### src/common/uart_phy_pkg.sv
`default_nettype none

package uart_phy_pkg;

  // Frame states shared by receiver and transmitter
  typedef enum logic [2:0] {
    idle,
    start,
    data,
    parity,
    stop1,
    stop2
  } uart_phy_fsm_t;

  typedef logic [7:0]  byte_t;     // One serial data byte
  typedef logic [1:0]  parity_t;   // 0/1 none, 2 even, 3 odd
  typedef logic [15:0] divisor_t;  // Tick divisor, tick every divisor+1 clocks
  typedef logic [1:0]  wb_addr_t;  // Register word address
  typedef logic [31:0] wb_data_t;  // Bus data word

  // Ticks per serial bit
  localparam int oversample = 16;

  // Register map
  localparam wb_addr_t addr_ctrl    = 2'd0;
  localparam wb_addr_t addr_divisor = 2'd1;
  localparam wb_addr_t addr_status  = 2'd2;
  localparam wb_addr_t addr_data    = 2'd3;

  // Status word bit positions
  localparam int st_tx_busy      = 0;
  localparam int st_rx_full      = 1;
  localparam int st_data_valid   = 2;
  localparam int st_frame_error  = 3;
  localparam int st_parity_error = 4;
  localparam int st_overrun      = 5;

  // Control word bit positions
  localparam int ctrl_rx_en     = 0;
  localparam int ctrl_parity_lo = 1;  // Parity field spans bits 2:1
  localparam int ctrl_nstop     = 3;  // 1 selects two stop bits

endpackage

`default_nettype wire
### src/hdl/uart_phy_top.sv
`default_nettype none

module uart_phy_top (
  input  logic                   clock,
  input  logic                   reset,
  // Wishbone classic slave
  input  logic                   wb_cyc,
  input  logic                   wb_stb,
  input  logic                   wb_we,
  input  uart_phy_pkg::wb_addr_t wb_adr,
  input  uart_phy_pkg::wb_data_t wb_dat_i,
  output uart_phy_pkg::wb_data_t wb_dat_o,
  output logic                   wb_ack,
  // Serial line
  input  logic                   rxd,
  output logic                   txd
);

  import uart_phy_pkg::*;

  divisor_t divisor;
  logic     tick;
  logic     rx_en, nstop;
  parity_t  parity_type;
  byte_t    tx_data, rx_data;
  logic     tx_start, tx_busy;
  logic     rx_data_valid, rx_frame_error, rx_parity_error, rx_done;

  uart_wb_regs u_regs (
    .clock           (clock),
    .reset           (reset),
    .wb_cyc          (wb_cyc),
    .wb_stb          (wb_stb),
    .wb_we           (wb_we),
    .wb_adr          (wb_adr),
    .wb_dat_i        (wb_dat_i),
    .wb_dat_o        (wb_dat_o),
    .wb_ack          (wb_ack),
    .divisor         (divisor),
    .rx_en           (rx_en),
    .parity_type     (parity_type),
    .nstop           (nstop),
    .tx_data         (tx_data),
    .tx_start        (tx_start),
    .tx_busy         (tx_busy),
    .rx_data         (rx_data),
    .rx_data_valid   (rx_data_valid),
    .rx_frame_error  (rx_frame_error),
    .rx_parity_error (rx_parity_error),
    .rx_done         (rx_done)
  );

  baud_tick_gen u_tick (
    .clock   (clock),
    .reset   (reset),
    .divisor (divisor),
    .tick    (tick)
  );

  // Shares the line format with the receiver
  uart_tx u_tx (
    .clock       (clock),
    .reset       (reset),
    .tick        (tick),
    .parity_type (parity_type),
    .nstop       (nstop),
    .tx_data     (tx_data),
    .tx_start    (tx_start),
    .txd         (txd),
    .tx_busy     (tx_busy)
  );

  uart_rx u_rx (
    .clock        (clock),
    .reset        (reset),
    .tick         (tick),
    .rx_en        (rx_en),
    .parity_type  (parity_type),
    .nstop        (nstop),
    .rxd          (rxd),
    .data_out     (rx_data),
    .data_valid   (rx_data_valid),
    .frame_error  (rx_frame_error),
    .parity_error (rx_parity_error),
    .rx_done      (rx_done)
  );

endmodule

`default_nettype wire

### src/hdl/uart_wb_regs.sv
`default_nettype none

module uart_wb_regs (
  input  logic                   clock,
  input  logic                   reset,
  // Wishbone classic slave
  input  logic                   wb_cyc,
  input  logic                   wb_stb,
  input  logic                   wb_we,
  input  uart_phy_pkg::wb_addr_t wb_adr,
  input  uart_phy_pkg::wb_data_t wb_dat_i,
  output uart_phy_pkg::wb_data_t wb_dat_o,
  output logic                   wb_ack,
  // Line configuration
  output uart_phy_pkg::divisor_t divisor,
  output logic                   rx_en,
  output uart_phy_pkg::parity_t  parity_type,
  output logic                   nstop,
  // Transmitter side
  output uart_phy_pkg::byte_t    tx_data,
  output logic                   tx_start,
  input  logic                   tx_busy,
  // Receiver side
  input  uart_phy_pkg::byte_t    rx_data,
  input  logic                   rx_data_valid,
  input  logic                   rx_frame_error,
  input  logic                   rx_parity_error,
  input  logic                   rx_done
);

  import uart_phy_pkg::*;

  logic     acc;        // Access accepted this clock
  logic     wr, rd;
  logic     rd_data;    // Read of the receive buffer
  byte_t    rx_byte;    // Last received byte
  logic     rx_full, overrun;
  logic     valid_q, frame_q, parity_q;  // Flags of the last frame
  wb_data_t status;
  wb_data_t ctrl_word;

  // ack is one clock wide, so a held strobe is not accepted twice
  assign acc     = wb_cyc & wb_stb & ~wb_ack;
  assign wr      = acc & wb_we;
  assign rd      = acc & ~wb_we;
  assign rd_data = rd & (wb_adr == addr_data);

  always_comb begin
    status                  = '0;
    status[st_tx_busy]      = tx_busy;
    status[st_rx_full]      = rx_full;
    status[st_data_valid]   = valid_q;
    status[st_frame_error]  = frame_q;
    status[st_parity_error] = parity_q;
    status[st_overrun]      = overrun;
  end

  always_comb begin
    ctrl_word                             = '0;
    ctrl_word[ctrl_rx_en]                 = rx_en;
    ctrl_word[ctrl_parity_lo +: 2]        = parity_type;
    ctrl_word[ctrl_nstop]                 = nstop;
  end

  always_ff @(posedge clock or posedge reset) begin
    if (reset) begin
      wb_ack      <= 1'b0;
      divisor     <= '0;
      rx_en       <= 1'b0;
      parity_type <= '0;
      nstop       <= 1'b0;
      tx_start    <= 1'b0;
      rx_full     <= 1'b0;
      overrun     <= 1'b0;
      valid_q     <= 1'b0;
      frame_q     <= 1'b0;
      parity_q    <= 1'b0;
    end else begin
      wb_ack <= acc;
      if (wr && wb_adr == addr_ctrl) begin
        rx_en       <= wb_dat_i[ctrl_rx_en];
        parity_type <= wb_dat_i[ctrl_parity_lo +: 2];
        nstop       <= wb_dat_i[ctrl_nstop];
      end
      if (wr && wb_adr == addr_divisor) divisor <= wb_dat_i[15:0];
      // Dropped while a byte is in flight
      tx_start <= wr & (wb_adr == addr_data) & ~tx_busy & ~tx_start;
      if (rx_done) begin
        valid_q  <= rx_data_valid;
        frame_q  <= rx_frame_error;
        parity_q <= rx_parity_error;
        rx_full  <= 1'b1;
        overrun  <= (rx_full | overrun) & ~rd_data;  // Unread byte overwritten
      end else if (rd_data) begin
        rx_full <= 1'b0;
        overrun <= 1'b0;
      end
    end
  end

  // Data path, read word valid with ack
  always_ff @(posedge clock) begin
    if (wr && wb_adr == addr_data && !tx_busy && !tx_start) tx_data <= wb_dat_i[7:0];
    if (rx_done) rx_byte <= rx_data;
    if (rd) begin
      case (wb_adr)
        addr_ctrl:    wb_dat_o <= ctrl_word;
        addr_divisor: wb_dat_o <= {16'h0000, divisor};
        addr_status:  wb_dat_o <= status;
        default:      wb_dat_o <= {24'h000000, rx_byte};
      endcase
    end
  end

  a_ack_after_req: assert property (@(posedge clock) disable iff (reset)
    wb_ack |-> $past(wb_cyc && wb_stb));

  a_no_start_busy: assert property (@(posedge clock) disable iff (reset)
    tx_start |-> !tx_busy);

endmodule

`default_nettype wire

### src/uart_tx/uart_tx.sv
`default_nettype none

module uart_tx (
  input  logic                  clock,
  input  logic                  reset,
  input  logic                  tick,         // 16x oversampling strobe
  input  uart_phy_pkg::parity_t parity_type,  // 0/1 none, 2 even, 3 odd
  input  logic                  nstop,        // 1: two stop bits
  input  uart_phy_pkg::byte_t   tx_data,
  input  logic                  tx_start,     // Load and send tx_data
  output logic                  txd,          // Serial line out, registered
  output logic                  tx_busy
);

  import uart_phy_pkg::*;

  uart_phy_fsm_t state;

  logic [3:0] sample_cnt;  // Tick position inside the current bit
  logic       bit_end;
  logic [2:0] bit_cnt;     // Data bits already on the line
  byte_t      shreg;       // Shifts out LSB first
  logic       par_bit;     // Parity bit of the loaded byte
  logic       par_en;      // Format latched with the byte
  logic       two_stop;
  logic       load;
  logic       shift_now;

  assign bit_end = tick & (sample_cnt == 4'(oversample - 1));
  assign load    = tx_start & ~tx_busy & (state == idle);

  // A data bit goes out of the shift register at these boundaries
  assign shift_now = bit_end & ((state == start) | ((state == data) & (bit_cnt != 3'd7)));

  // Byte and line format are captured at load
  always_ff @(posedge clock) begin
    if (load) begin
      shreg    <= tx_data;
      par_bit  <= (^tx_data) ^ parity_type[0];  // Inverted for odd parity
      par_en   <= parity_type[1];
      two_stop <= nstop;
    end else if (shift_now) begin
      shreg <= {1'b0, shreg[7:1]};
    end
  end

  always_ff @(posedge clock or posedge reset) begin
    if (reset) begin
      sample_cnt <= '0;
    end else if (state == idle) begin
      sample_cnt <= '0;
    end else if (tick) begin
      sample_cnt <= sample_cnt + 1'b1;
    end
  end

  always_ff @(posedge clock or posedge reset) begin
    if (reset) begin
      state   <= idle;
      txd     <= 1'b1;  // Line idles high
      tx_busy <= 1'b0;
      bit_cnt <= '0;
    end else begin
      if (load) tx_busy <= 1'b1;
      case (state)
        idle: begin
          if (tx_busy && tick) begin  // Start bit aligned to a tick
            state <= start;
            txd   <= 1'b0;
          end
        end
        start: begin
          if (bit_end) begin
            state   <= data;
            txd     <= shreg[0];
            bit_cnt <= '0;
          end
        end
        data: begin
          if (bit_end) begin
            if (bit_cnt == 3'd7) begin
              if (par_en) begin
                state <= parity;
                txd   <= par_bit;
              end else begin
                state <= stop1;
                txd   <= 1'b1;
              end
            end else begin
              txd     <= shreg[0];
              bit_cnt <= bit_cnt + 1'b1;
            end
          end
        end
        parity: begin
          if (bit_end) begin
            state <= stop1;
            txd   <= 1'b1;
          end
        end
        stop1: begin
          if (bit_end) begin
            if (two_stop) begin
              state <= stop2;
            end else begin
              state   <= idle;
              tx_busy <= 1'b0;
            end
          end
        end
        stop2: begin
          if (bit_end) begin
            state   <= idle;
            tx_busy <= 1'b0;
          end
        end
        default: begin
          state <= idle;
          txd   <= 1'b1;
        end
      endcase
    end
  end

  a_idle_line_high: assert property (@(posedge clock) disable iff (reset)
    (state == idle) |-> txd);

endmodule

`default_nettype wire

### src/uart_rx/uart_rx.sv
`default_nettype none

module uart_rx (
  input  logic                  clock,
  input  logic                  reset,
  input  logic                  tick,          // 16x oversampling strobe
  input  logic                  rx_en,         // Receiver enable
  input  uart_phy_pkg::parity_t parity_type,   // 0/1 none, 2 even, 3 odd
  input  logic                  nstop,         // 1: two stop bits
  input  logic                  rxd,           // Serial line in
  output uart_phy_pkg::byte_t   data_out,
  output logic                  data_valid,    // Last frame had no errors
  output logic                  frame_error,
  output logic                  parity_error,
  output logic                  rx_done        // End of frame pulse
);

  import uart_phy_pkg::*;

  uart_phy_fsm_t state, next_state;

  logic [3:0] sample_cnt;  // Tick position inside the current bit
  logic       bit_end;     // Last tick of the bit
  logic [2:0] votes;       // Mid-bit samples
  logic       vote;        // Majority of the three samples
  byte_t      shreg;       // Fills from the MSB, LSB arrives first
  logic [2:0] data_cnt;    // Data bits received

  logic parity_er, frame_er;      // Running flags of the current frame
  logic parity_er_d, frame_er_d;  // Their next values

  // FSM strobes
  logic start_ok, shift_en, check_parity, check_stop, frame_end_en;

  assign bit_end = tick & (sample_cnt == 4'(oversample - 1));

  // Two of three wins
  assign vote = (votes[0] & votes[1]) | (votes[0] & votes[2]) | (votes[1] & votes[2]);

  // Sample counter, held at zero while idle so the start bit is timed from its edge
  always_ff @(posedge clock or posedge reset) begin
    if (reset) begin
      sample_cnt <= '0;
    end else if (state == idle) begin
      sample_cnt <= '0;
    end else if (tick) begin
      sample_cnt <= sample_cnt + 1'b1;  // Wraps into the next bit
    end
  end

  // Vote registers catch ticks 7, 8 and 9 of each bit
  always_ff @(posedge clock) begin
    for (int i = 0; i < 3; i++) begin
      if (tick && sample_cnt == 4'(6 + i)) votes[i] <= rxd;
    end
  end

  // Serial to parallel
  always_ff @(posedge clock) begin
    if (shift_en) shreg <= {vote, shreg[7:1]};
  end

  always_ff @(posedge clock or posedge reset) begin
    if (reset) begin
      data_cnt <= '0;
    end else if (start_ok) begin
      data_cnt <= '0;
    end else if (shift_en) begin
      data_cnt <= data_cnt + 1'b1;
    end
  end

  // Parity of data plus received bit is zero for even, one for odd
  always_comb begin
    parity_er_d = parity_er;
    frame_er_d  = frame_er;
    if (start_ok) begin
      parity_er_d = 1'b0;  // Fresh frame
      frame_er_d  = 1'b0;
    end
    if (check_parity) parity_er_d = (^shreg) ^ parity_type[0] ^ vote;
    if (check_stop)   frame_er_d  = ~vote;  // Stop bit must be high
  end

  always_ff @(posedge clock or posedge reset) begin
    if (reset) begin
      parity_er    <= 1'b0;
      frame_er     <= 1'b0;
      rx_done      <= 1'b0;
      data_valid   <= 1'b0;
      frame_error  <= 1'b0;
      parity_error <= 1'b0;
    end else begin
      parity_er <= parity_er_d;
      frame_er  <= frame_er_d;
      rx_done   <= frame_end_en;  // Registered end of frame
      if (start_ok) begin
        data_valid   <= 1'b0;
        frame_error  <= 1'b0;
        parity_error <= 1'b0;
      end else if (frame_end_en) begin
        // Buffered flags settle together with rx_done
        data_valid   <= ~parity_er_d & ~frame_er_d;
        frame_error  <= frame_er_d;
        parity_error <= parity_er_d;
      end
    end
  end

  assign data_out = shreg;

  always_ff @(posedge clock or posedge reset) begin
    if (reset) state <= idle;
    else       state <= next_state;
  end

  always_comb begin
    next_state   = state;
    start_ok     = 1'b0;
    shift_en     = 1'b0;
    check_parity = 1'b0;
    check_stop   = 1'b0;
    frame_end_en = 1'b0;
    case (state)
      idle: begin
        if (!rxd && rx_en) next_state = start;  // Possible start edge
      end
      start: begin
        if (bit_end) begin
          if (!vote) begin
            start_ok   = 1'b1;
            next_state = data;
          end else begin
            next_state = idle;  // Glitch, false start
          end
        end
      end
      data: begin
        shift_en = bit_end;
        if (bit_end && (&data_cnt)) next_state = parity_type[1] ? parity : stop1;
      end
      parity: begin
        check_parity = bit_end;
        if (bit_end) next_state = stop1;
      end
      stop1: begin
        check_stop = bit_end;
        if (bit_end) begin
          if (nstop) begin
            next_state = stop2;
          end else begin
            frame_end_en = 1'b1;
            next_state   = idle;
          end
        end
      end
      stop2: begin
        check_stop = bit_end & ~frame_er;  // Only if stop1 was good
        if (bit_end) begin
          frame_end_en = 1'b1;
          next_state   = idle;
        end
      end
      default: next_state = idle;
    endcase
  end

  a_rx_done_pulse: assert property (@(posedge clock) disable iff (reset)
    rx_done |=> !rx_done);

  a_state_legal: assert property (@(posedge clock) disable iff (reset)
    state inside {idle, start, data, parity, stop1, stop2});

endmodule

`default_nettype wire

### src/hdl/baud_tick_gen.sv
`default_nettype none

module baud_tick_gen (
  input  logic                  clock,
  input  logic                  reset,
  input  uart_phy_pkg::divisor_t divisor,  // Reload value, period is divisor+1
  output logic                  tick       // One-clock pulse at 16x baud
);

  import uart_phy_pkg::*;

  divisor_t count;  // Clocks left until the next tick

  // Down-counter, reloads from divisor on the tick
  always_ff @(posedge clock or posedge reset) begin
    if (reset) begin
      count <= '0;  // First tick right after reset
    end else if (count == '0) begin
      count <= divisor;  // New divisor only takes effect here
    end else begin
      count <= count - 1'b1;
    end
  end

  assign tick = (count == '0);

endmodule

`default_nettype wire

### config.mk
export PLATFORM = sky130hd
export DESIGN_NAME = uart_phy_top
export DESIGN_NICKNAME = d
export VERILOG_FILES = /design/src/common/uart_phy_pkg.sv /design/src/hdl/uart_phy_top.sv /design/src/hdl/uart_wb_regs.sv /design/src/uart_tx/uart_tx.sv /design/src/uart_rx/uart_rx.sv /design/src/hdl/baud_tick_gen.sv
export SDC_FILE = /design/constraint.sdc
export NUM_CORES = 1
export LEC_CHECK = 0
export BUFFER_PORTS_ARGS = -buffer_cell sky130_fd_sc_hd__buf_4
export CORE_MARGIN = 2
export CORE_UTILIZATION = 58
export DETAILED_ROUTE_END_ITERATION = 8
export GPL_ROUTABILITY_DRIVEN = 1
export PLACE_DENSITY = 0.89
export REMOVE_ABC_BUFFERS = 1
export SLEW_MARGIN = 10
export SYNTH_ARGS = -nofsm -noshare
export SYNTH_HDL_FRONTEND = slang
export SYNTH_SLANG_ARGS = --single-unit
### constraint.sdc
create_clock -name clock -period 3.7 [get_ports clock]
set_input_delay 0.74 -clock clock [delete_from_list [all_inputs] [get_ports clock]]
set_output_delay 0.74 -clock clock [all_outputs]
set_load 0.01 [all_outputs]
==> impl_results.md, run 1 <==
* Outcome: finished, final reports clean
* Overall Global Routing Usage at 26.2%
* Fmax at 0.321 GHz
* DRC at 0
* Synth top area share at a little under a third
* Die width at roughly 100 µm
* Count leader, synth: dfrtp_1
* Area grow syn2layout at 17.8%
* Via Count at just over 4000
* Setup TNS at 0 ns
* Clk_lat worst skew at about 0.53 ns
* Post-synthesis cell area at between 0.005 and 0.006 mm²
* Hpwl dp at slightly above 8000 µm
* Register area at approximately 0.0034 mm²
* CTS resizes at 0
* Die area at 0.0108 mm²
* Layout Skew at around 0.016 ns
* Worst-path maximum fanout at 10
* Setup-failing EPs final at 0
* Fraction of layout cells with a size suffix above 1 at a little under a quarter
* Top post-synthesis cells by count: 70 x dfrtp_1, 54 x edfxtp_1, 43 x nor2_1
* # port buffers at 41
* # rows at 36
* Antenna violations before repair at 0
* Final period util at 84.1%
* Crit path cell chain: inv_1, ha_1, nor3b_2, nand4_4, or2_1, or4_4, o21ai_0
* Total Nets Final at between 500 and 600
* FILL cells at between 600 and 700
* Routed WL at 13300 µm
* Routability cong. at 0.906
* First-pass iteration count of the detailed router at 5
* Routed wl met3 at ~1100 µm
* P_int at approximately 3.0 mW
* CP top delay family: simple AND/OR/NAND/NOR gates
* FFs w/ async S/R, synth at ~57%
* Crit path max-delay cell type: or4_4
* Synth unique cells at 55
* Hold Crit Class: in2async
* Worst EP arrival at between 3 and 4 ns
* RSZ-0062 raised after global routing: false
* Yosys warning count at 0
* Slew Limit Headroom at around 26%
* GRT Residual Overflow at 0
* IO Pins at 74
* Most used DFF post-synth: dfrtp_1
* CTS max path bufs at 2
* Hold Fails Final Rpt at 0
* Footprint of the multi-input gates at 0.00219 mm²
* Vias in the first global route at between 4000 and 5000
* Initial Util at a little under 60%
* VDD IR-drop max at about 340 µV
* Levels on crit path at 7
* Largest stage delay, worst path at between 0.5 and 0.6 ns
* Nature of the critical path startpoint: flip-flop
* Seq pwr share at roughly 44%
* Ant diodes at 0
* Die Height at about 100 µm
* Core Area at slightly below 0.01 mm²
* Main area contributors after synthesis: dfrtp_1 30%, edfxtp_1 28%, mux2_2 6.6%, xnor2_1 3.2%, nor2_1 2.8%
* CP required at 3.83 ns
* DR top layer: met4
* R2R cell count at 7
* Clk sink count at ~130
* Worst Tran Pin Value at 1.10 ns
* Static Leak at between 2 and 3 nW
* Largest net degree at the start of global routing at 42
* # Post-CTS Setup Buffers at 0
* H-tree depth at 4
* Fin. max-slew vios at 0
* Switch Pwr at approximately 1.1 mW
* #FFs+latches synth at between 100 and 150
* Post-synthesis sequential area ratio at around three fifths
* Synth Area per Inst at between 10 and 15 µm²
* Post-Syn Instances at 472
* Clk root buf: clkbuf_8
* Crit path time final at about 3.1 ns
* Max-Cap Viols at 0
* PwrDens at 608 mW/mm²
* Wire per inst at slightly below 20 µm
* Final ANT Viol Nets at 0
* Post-synth EDFFs at 54
* Via density at 6.11
* Clock network fraction of design power at a little over two fifths
* Setup WS pre-CTS at ~0.66 ns
* Worst-path clk slew at ~0.060 ns
* Critical path class: reg2reg
* DR iter-0 viols at just over 400
* Area leader, netlist: dfrtp_1
* Switching Share at between 20% and 30%
* Combinational Power Share at 13.4%
* CTS tree: built
* Worst setup margin at 0.588 ns
* Critical path buffers and inverters at 1
* First-pass GRT wire length at ~22000 µm
* CP endpoint kind: flip-flop
* Hold buffer count at CTS at 0
* DRT met1 WL at roughly 5000 µm
* Met2 WL at approximately 6800 µm
* Cts bufs inserted at 17
-- cells in the final DEF, fill, tap and decap left out, drive strengths merged, types with 3 or more instances in the layout --
cell	count
nand2	25
a21o	3
xor2	10
a31oi	6
mux2i	4
clkbuf	20
nor2	43
and3	5
xnor2	21
o31ai	6
clkinv	7
mux2	37
nand4	5
or3	3
o41ai	3
dfrtp	70
a21oi	21
nor3b	3
mux4	4
or4	6
o21ai	14
conb	16
a211oi	3
edfxtp	54
bufinv	5
nor4	8
and2	11
nor3	13
nor2b	4
buf	50
inv	17
nand3	9
ha	9
-- stage by stage --
stage | total power, mW | cell area, µm² | hold slack, ns | std cells | util (%)
2_1_floorplan | 2.16 | 5650 | 0.448 | 453 | -
3_5_place_dp | 2.36 | 6190 | 0.480 | 636 | 63.7
4_1_cts | 4.14 | 6810 | 0.401 | 668 | 70.0
5_1_grt | 4.28 | 6810 | 0.397 | 668 | 70.0
3_3_place_gp | 2.31 | 6190 | 0.472 | 636 | 63.7
6_report | 4.14 | 6810 | 0.412 | 668 | 70.0
-- final cells by class --
| class | instances | share of cell area [%] |
|---|---|---|
| multi-input combinational | 311 | 32.1 |
| sequential | 125 | 49.9 |
| tap | 133 | 2.44 |
| timing repair buffer | 50 | 5.51 |
| clock buffer | 20 | 6.24 |
| clock inverter | 12 | 2.85 |
| inverter | 17 | 0.937 |
-- logic make-up (layout without fill, tap and decap cells) --
family                   after synthesis  count (layout)  synth area share (%)
AND/OR/NAND/NOR                      142             142                  13.0
flip-flops                           125             125                  58.8
AO/OA/AOI/OAI                         68              68                  7.44
buffers and inverters                 51              99                  4.48
multiplexers                          45              45                  9.65
XOR/XNOR                              31              31                  4.69
adder cells (fa/ha/maj)                9               9                  1.95
other                                  1              16                0.0648
-- sequential cells by signal, summed over array words and instances (netlist names), 2 cells and up --
| signal | flops |
|---|---|
| u_regs.tx_data | 8 |
| u_regs.wb_dat_o | 16 |
| u_tx.sample_cnt | 4 |
| u_rx.votes | 3 |
| u_tx.state | 3 |
| u_rx.data_cnt | 3 |
| u_regs.parity_type | 2 |
| u_tx.shreg | 8 |
| u_regs.rx_byte | 8 |
| u_tick.count | 16 |
| u_regs.divisor | 16 |
| u_tx.bit_cnt | 3 |
| u_rx.state | 3 |
| u_rx.sample_cnt | 4 |
| u_rx.data_out | 8 |
-- power groups by stage --
stage | clock network [mW] | logic [mW] | registers, mW
after global placement | 0 | 0.488 | 1.82
after floorplan | 0 | 0.378 | 1.79
after CTS | 1.76 | 0.557 | 1.82
after detailed placement | 0 | 0.522 | 1.84
final | 1.75 | 0.556 | 1.83
after global routing | 1.82 | 0.613 | 1.85
-- routing by layer --
layer	track usage, %	vias to the layer above
met5	0	-
met4	10.4	0
met3	6.83	45
met2	43.4	270
met1	33.0	1991
li1	-	1776
-- worst paths after layout --
check	start	endpoint	slack [ns]
setup / recovery	u_tick.count[0]$_DFF_PP0_	u_tx.shreg[5]$_DFFE_PP_	0.59
hold / removal	reset	u_tx.state[2]$_DFFE_PP0P_	0.41
setup reg to reg	u_tick.count[0]$_DFF_PP0_	u_tx.shreg[5]$_DFFE_PP_	0.59
hold reg to reg	u_rx.data_out[0]$_DFFE_PP_	u_regs.rx_byte[0]$_DFFE_PP_	0.50
max in group asynchronous	reset	u_tick.count[5]$_DFF_PP0_	2.50
min in group clock	rxd	u_rx.votes[2]$_DFFE_PP_	0.42
Note: power is estimated with default switching activity, not from simulation.
==> inputs of run 2 (changes only) <==
==> constraint.sdc (replaced) <==
create_clock -name clock -period 3 [get_ports clock]
set_input_delay 0.6 -clock clock [delete_from_list [all_inputs] [get_ports clock]]
set_output_delay 0.6 -clock clock [all_outputs]
set_load 0.01 [all_outputs]
==> run 2 against run 1 <==
Compared with the run above: sequential power grew 24%; die area is the same; utilization grew 0.27 points; total power grew 22%; fmax grew 11%; non-clock buffer count grew 7; combinational power grew 29%; flip-flop and latch count is the same; register-to-register slack lost 0.40 ns; final area grew 0.39%; cell count grew 1.0%; clock skew shrank 0.0057 ns.
==> impl_results.md, run 2 (same netlist as run 1, synthesis figures left out) <==
* IO Pins at 74 (unchanged)
* CTS max path bufs at 2 (unchanged)
* Setup TNS at 0 ns (unchanged)
* Final ANT Viol Nets at 0 (unchanged)
* Clk_lat worst skew at 0.52 ns (was 0.53 ns)
* Hold Crit Class: in2async (unchanged)
* Register area at 0.00340 mm² (unchanged)
* Outcome: finished, final reports clean (unchanged)
* Design Area, Final at 0.00684 mm² (was 0.00681 mm²)
* Static Leak at 2.90 nW (was 2.87 nW)
* Hold buffer count at CTS at 0 (unchanged)
* Fin. max-slew vios at 0 (unchanged)
* Met2 WL at 6920 µm (was 6770 µm)
* Max-Cap Viols at 0 (unchanged)
* DRT met1 WL at 5080 µm (was 5050 µm)
* Most frequent cells in the layout: 70 x dfrtp_1, 56 x buf_4, 54 x edfxtp_1, 43 x nor2_1, 34 x mux2_2 (was 70 x dfrtp_1, 54 x edfxtp_1, 50 x buf_4, 43 x nor2_1, 34 x mux2_2)
* Util after Layout at 70.3% (was 70.0%)
* Core Area at 0.00973 mm² (unchanged)
* Die Height at 104 µm (unchanged)
* CP endpoint kind: flip-flop (unchanged)
* Largest net degree at the start of global routing at 72 (was 42)
* CP required at 3.13 ns (was 3.83 ns)
* Crit path time final at 2.81 ns (was 3.11 ns)
* Fraction of layout cells with a size suffix above 1 at 24.2% (was 23.6%)
* Setup-failing EPs final at 0 (unchanged)
* Via Count at 4120 (was 4082)
* Wire per inst at 19.9 µm (about the same)
* Layout Skew at 0.0106 ns (was 0.0162 ns)
* Final period util at 93.7% (was 84.1%)
* Area grow syn2layout at 18.2% (was 17.8%)
* DRC at 0 (unchanged)
* Total Power at 5.04 mW (was 4.14 mW)
* PwrDens at 737 mW/mm² (was 608 mW/mm²)
* Via density at 6.10 (was 6.11)
* FILL cells at 612 (was 633)
* Biggest regs: u_regs.divisor x16, u_regs.wb_dat_o x16, u_tick.count x16 (unchanged)
* Routability cong. at 0.876 (was 0.906)
* Hold Fails Final Rpt at 0 (unchanged)
* # port buffers at 41 (unchanged)
* Vias in the first global route at 4269 (was 4110)
* Routed WL at 13500 µm (was 13300 µm)
* Antenna violations before repair at 0 (unchanged)
* Die area at 0.0108 mm² (unchanged)
* Footprint of the multi-input gates at 0.00219 mm² (unchanged)
* Total Nets Final at 578 (was 571)
* Slew Limit Headroom at 20.2% (was 25.6%)
* First-pass GRT wire length at 22100 µm (was 21800 µm)
* RSZ-0062 raised after global routing: false (unchanged)
* DR iter-0 viols at 367 (was 408)
* CTS tree: built (unchanged)
* Commonest non-fill, non-tap cell in the layout: dfrtp_1 (unchanged)
* Placed cell areas at 0.00626 mm² (was 0.00619 mm²)
* VDD IR-drop max at 429 µV (was 343 µV)
* Die width at 104 µm (unchanged)
* Critical path class: reg2reg (unchanged)
* Clk root buf: clkbuf_8 (unchanged)
* Fmax at 0.356 GHz (was 0.321 GHz)
* Worst-path clk slew at 0.06 ns (about the same)
* Worst EP arrival at 2.94 ns (was 3.24 ns)
* Clk sink count at 125 (unchanged)
* Nature of the critical path startpoint: flip-flop (unchanged)
* # rows at 36 (unchanged)
* Overall Global Routing Usage at 26.4% (was 26.2%)
* GRT Residual Overflow at 0 (unchanged)
* Ant diodes at 0 (unchanged)
* Initial Util at 59.5% (unchanged)
* Worst Tran Pin Value at 1.18 ns (was 1.10 ns)
* Routed wl met3 at 917 µm (was 1060 µm)
* Worst-path maximum fanout at 8 (was 10)
* DR top layer: met4 (unchanged)
* CTS resizes at 0 (unchanged)
* First-pass iteration count of the detailed router at 6 (was 5)
* Cts bufs inserted at 17 (unchanged)
* # Post-CTS Setup Buffers at 0 (unchanged)
* H-tree depth at 4 (unchanged)
* Hpwl dp at 8410 µm (was 8250 µm)
run 2: changes by cell type in the layout (fill, tap and decap cells not counted), sizes merged:
cell	previous run	this run
buf	50	57
bufinv	5	4
clkbuf	20	22
clkinv	7	6
run 2: metrics by stage:
stage          hold slack, ns  worst slack (ns)  std cells
3_3_place_gp            0.467             0.373        643
2_1_floorplan           0.448             0.164        453
5_1_grt                 0.194             0.112        675
6_report                0.149             0.188        675
3_5_place_dp            0.489             0.274        643
4_1_cts                 0.172             0.217        675
run 2: final timing paths:
| path | endpoint | cells past startpoint | slack (ns) | startpoint |
|---|---|---|---|---|
| worst min register to register | u_regs.rx_byte[7]$_DFFE_PP_ | 0 | 0.50 | u_rx.data_out[7]$_DFFE_PP_ |
| worst min-delay path | u_tx.tx_busy$_DFF_PP0_ | 3 | 0.15 | reset |
| worst max register to register | u_tx.shreg[6]$_DFFE_PP_ | 5 | 0.19 | u_tick.count[13]$_DFF_PP0_ |
| min in group clock | u_regs.tx_data[4]$_DFFE_PP_ | 1 | 0.28 | wb_dat_i[4] |
| max in group asynchronous | u_regs.wb_ack$_DFF_PP0_ | 3 | 2.54 | reset |
| worst max-delay path | u_tx.shreg[6]$_DFFE_PP_ | 5 | 0.19 | u_tick.count[13]$_DFF_PP0_ |
run 2: critical path, stage by stage, from the launching register on:
cell,delay [ns]
dfrtp_1,0.46
nor3_1,0.39
nand2b_1,0.24
or2_1,0.32
or4_4,0.54
o21ai_0,0.47
run 2: final cells by class:
type | instances | share of cell area, %
clock buffers | 22 | 6.33
clock inverters | 10 | 2.16
inverters | 17 | 0.933
multi-input cells | 311 | 32.0
flip-flops and latches | 125 | 49.7
well taps | 133 | 2.43
repair buffers | 57 | 6.44
run 2: where the power goes:
part / switching, mW / internal [mW] / leakage [nW] / total [mW]
combinational: 0.389 / 0.332 / 1.21 / 0.720
sequential: 0.272 / 2.00 / 1.41 / 2.27
clock: 0.710 / 1.34 / 0.286 / 2.05
total: 1.37 / 3.67 / 2.90 / 5.04
run 2: per-layer routing:
| metal | track usage [%] | vias to the layer above |
|---|---|---|
| met5 | 0 | - |
| met4 | 13.9 | 0 |
| met3 | 5.14 | 70 |
| met2 | 44.0 | 254 |
| met1 | 33.0 | 2011 |
| li1 | - | 1785 |
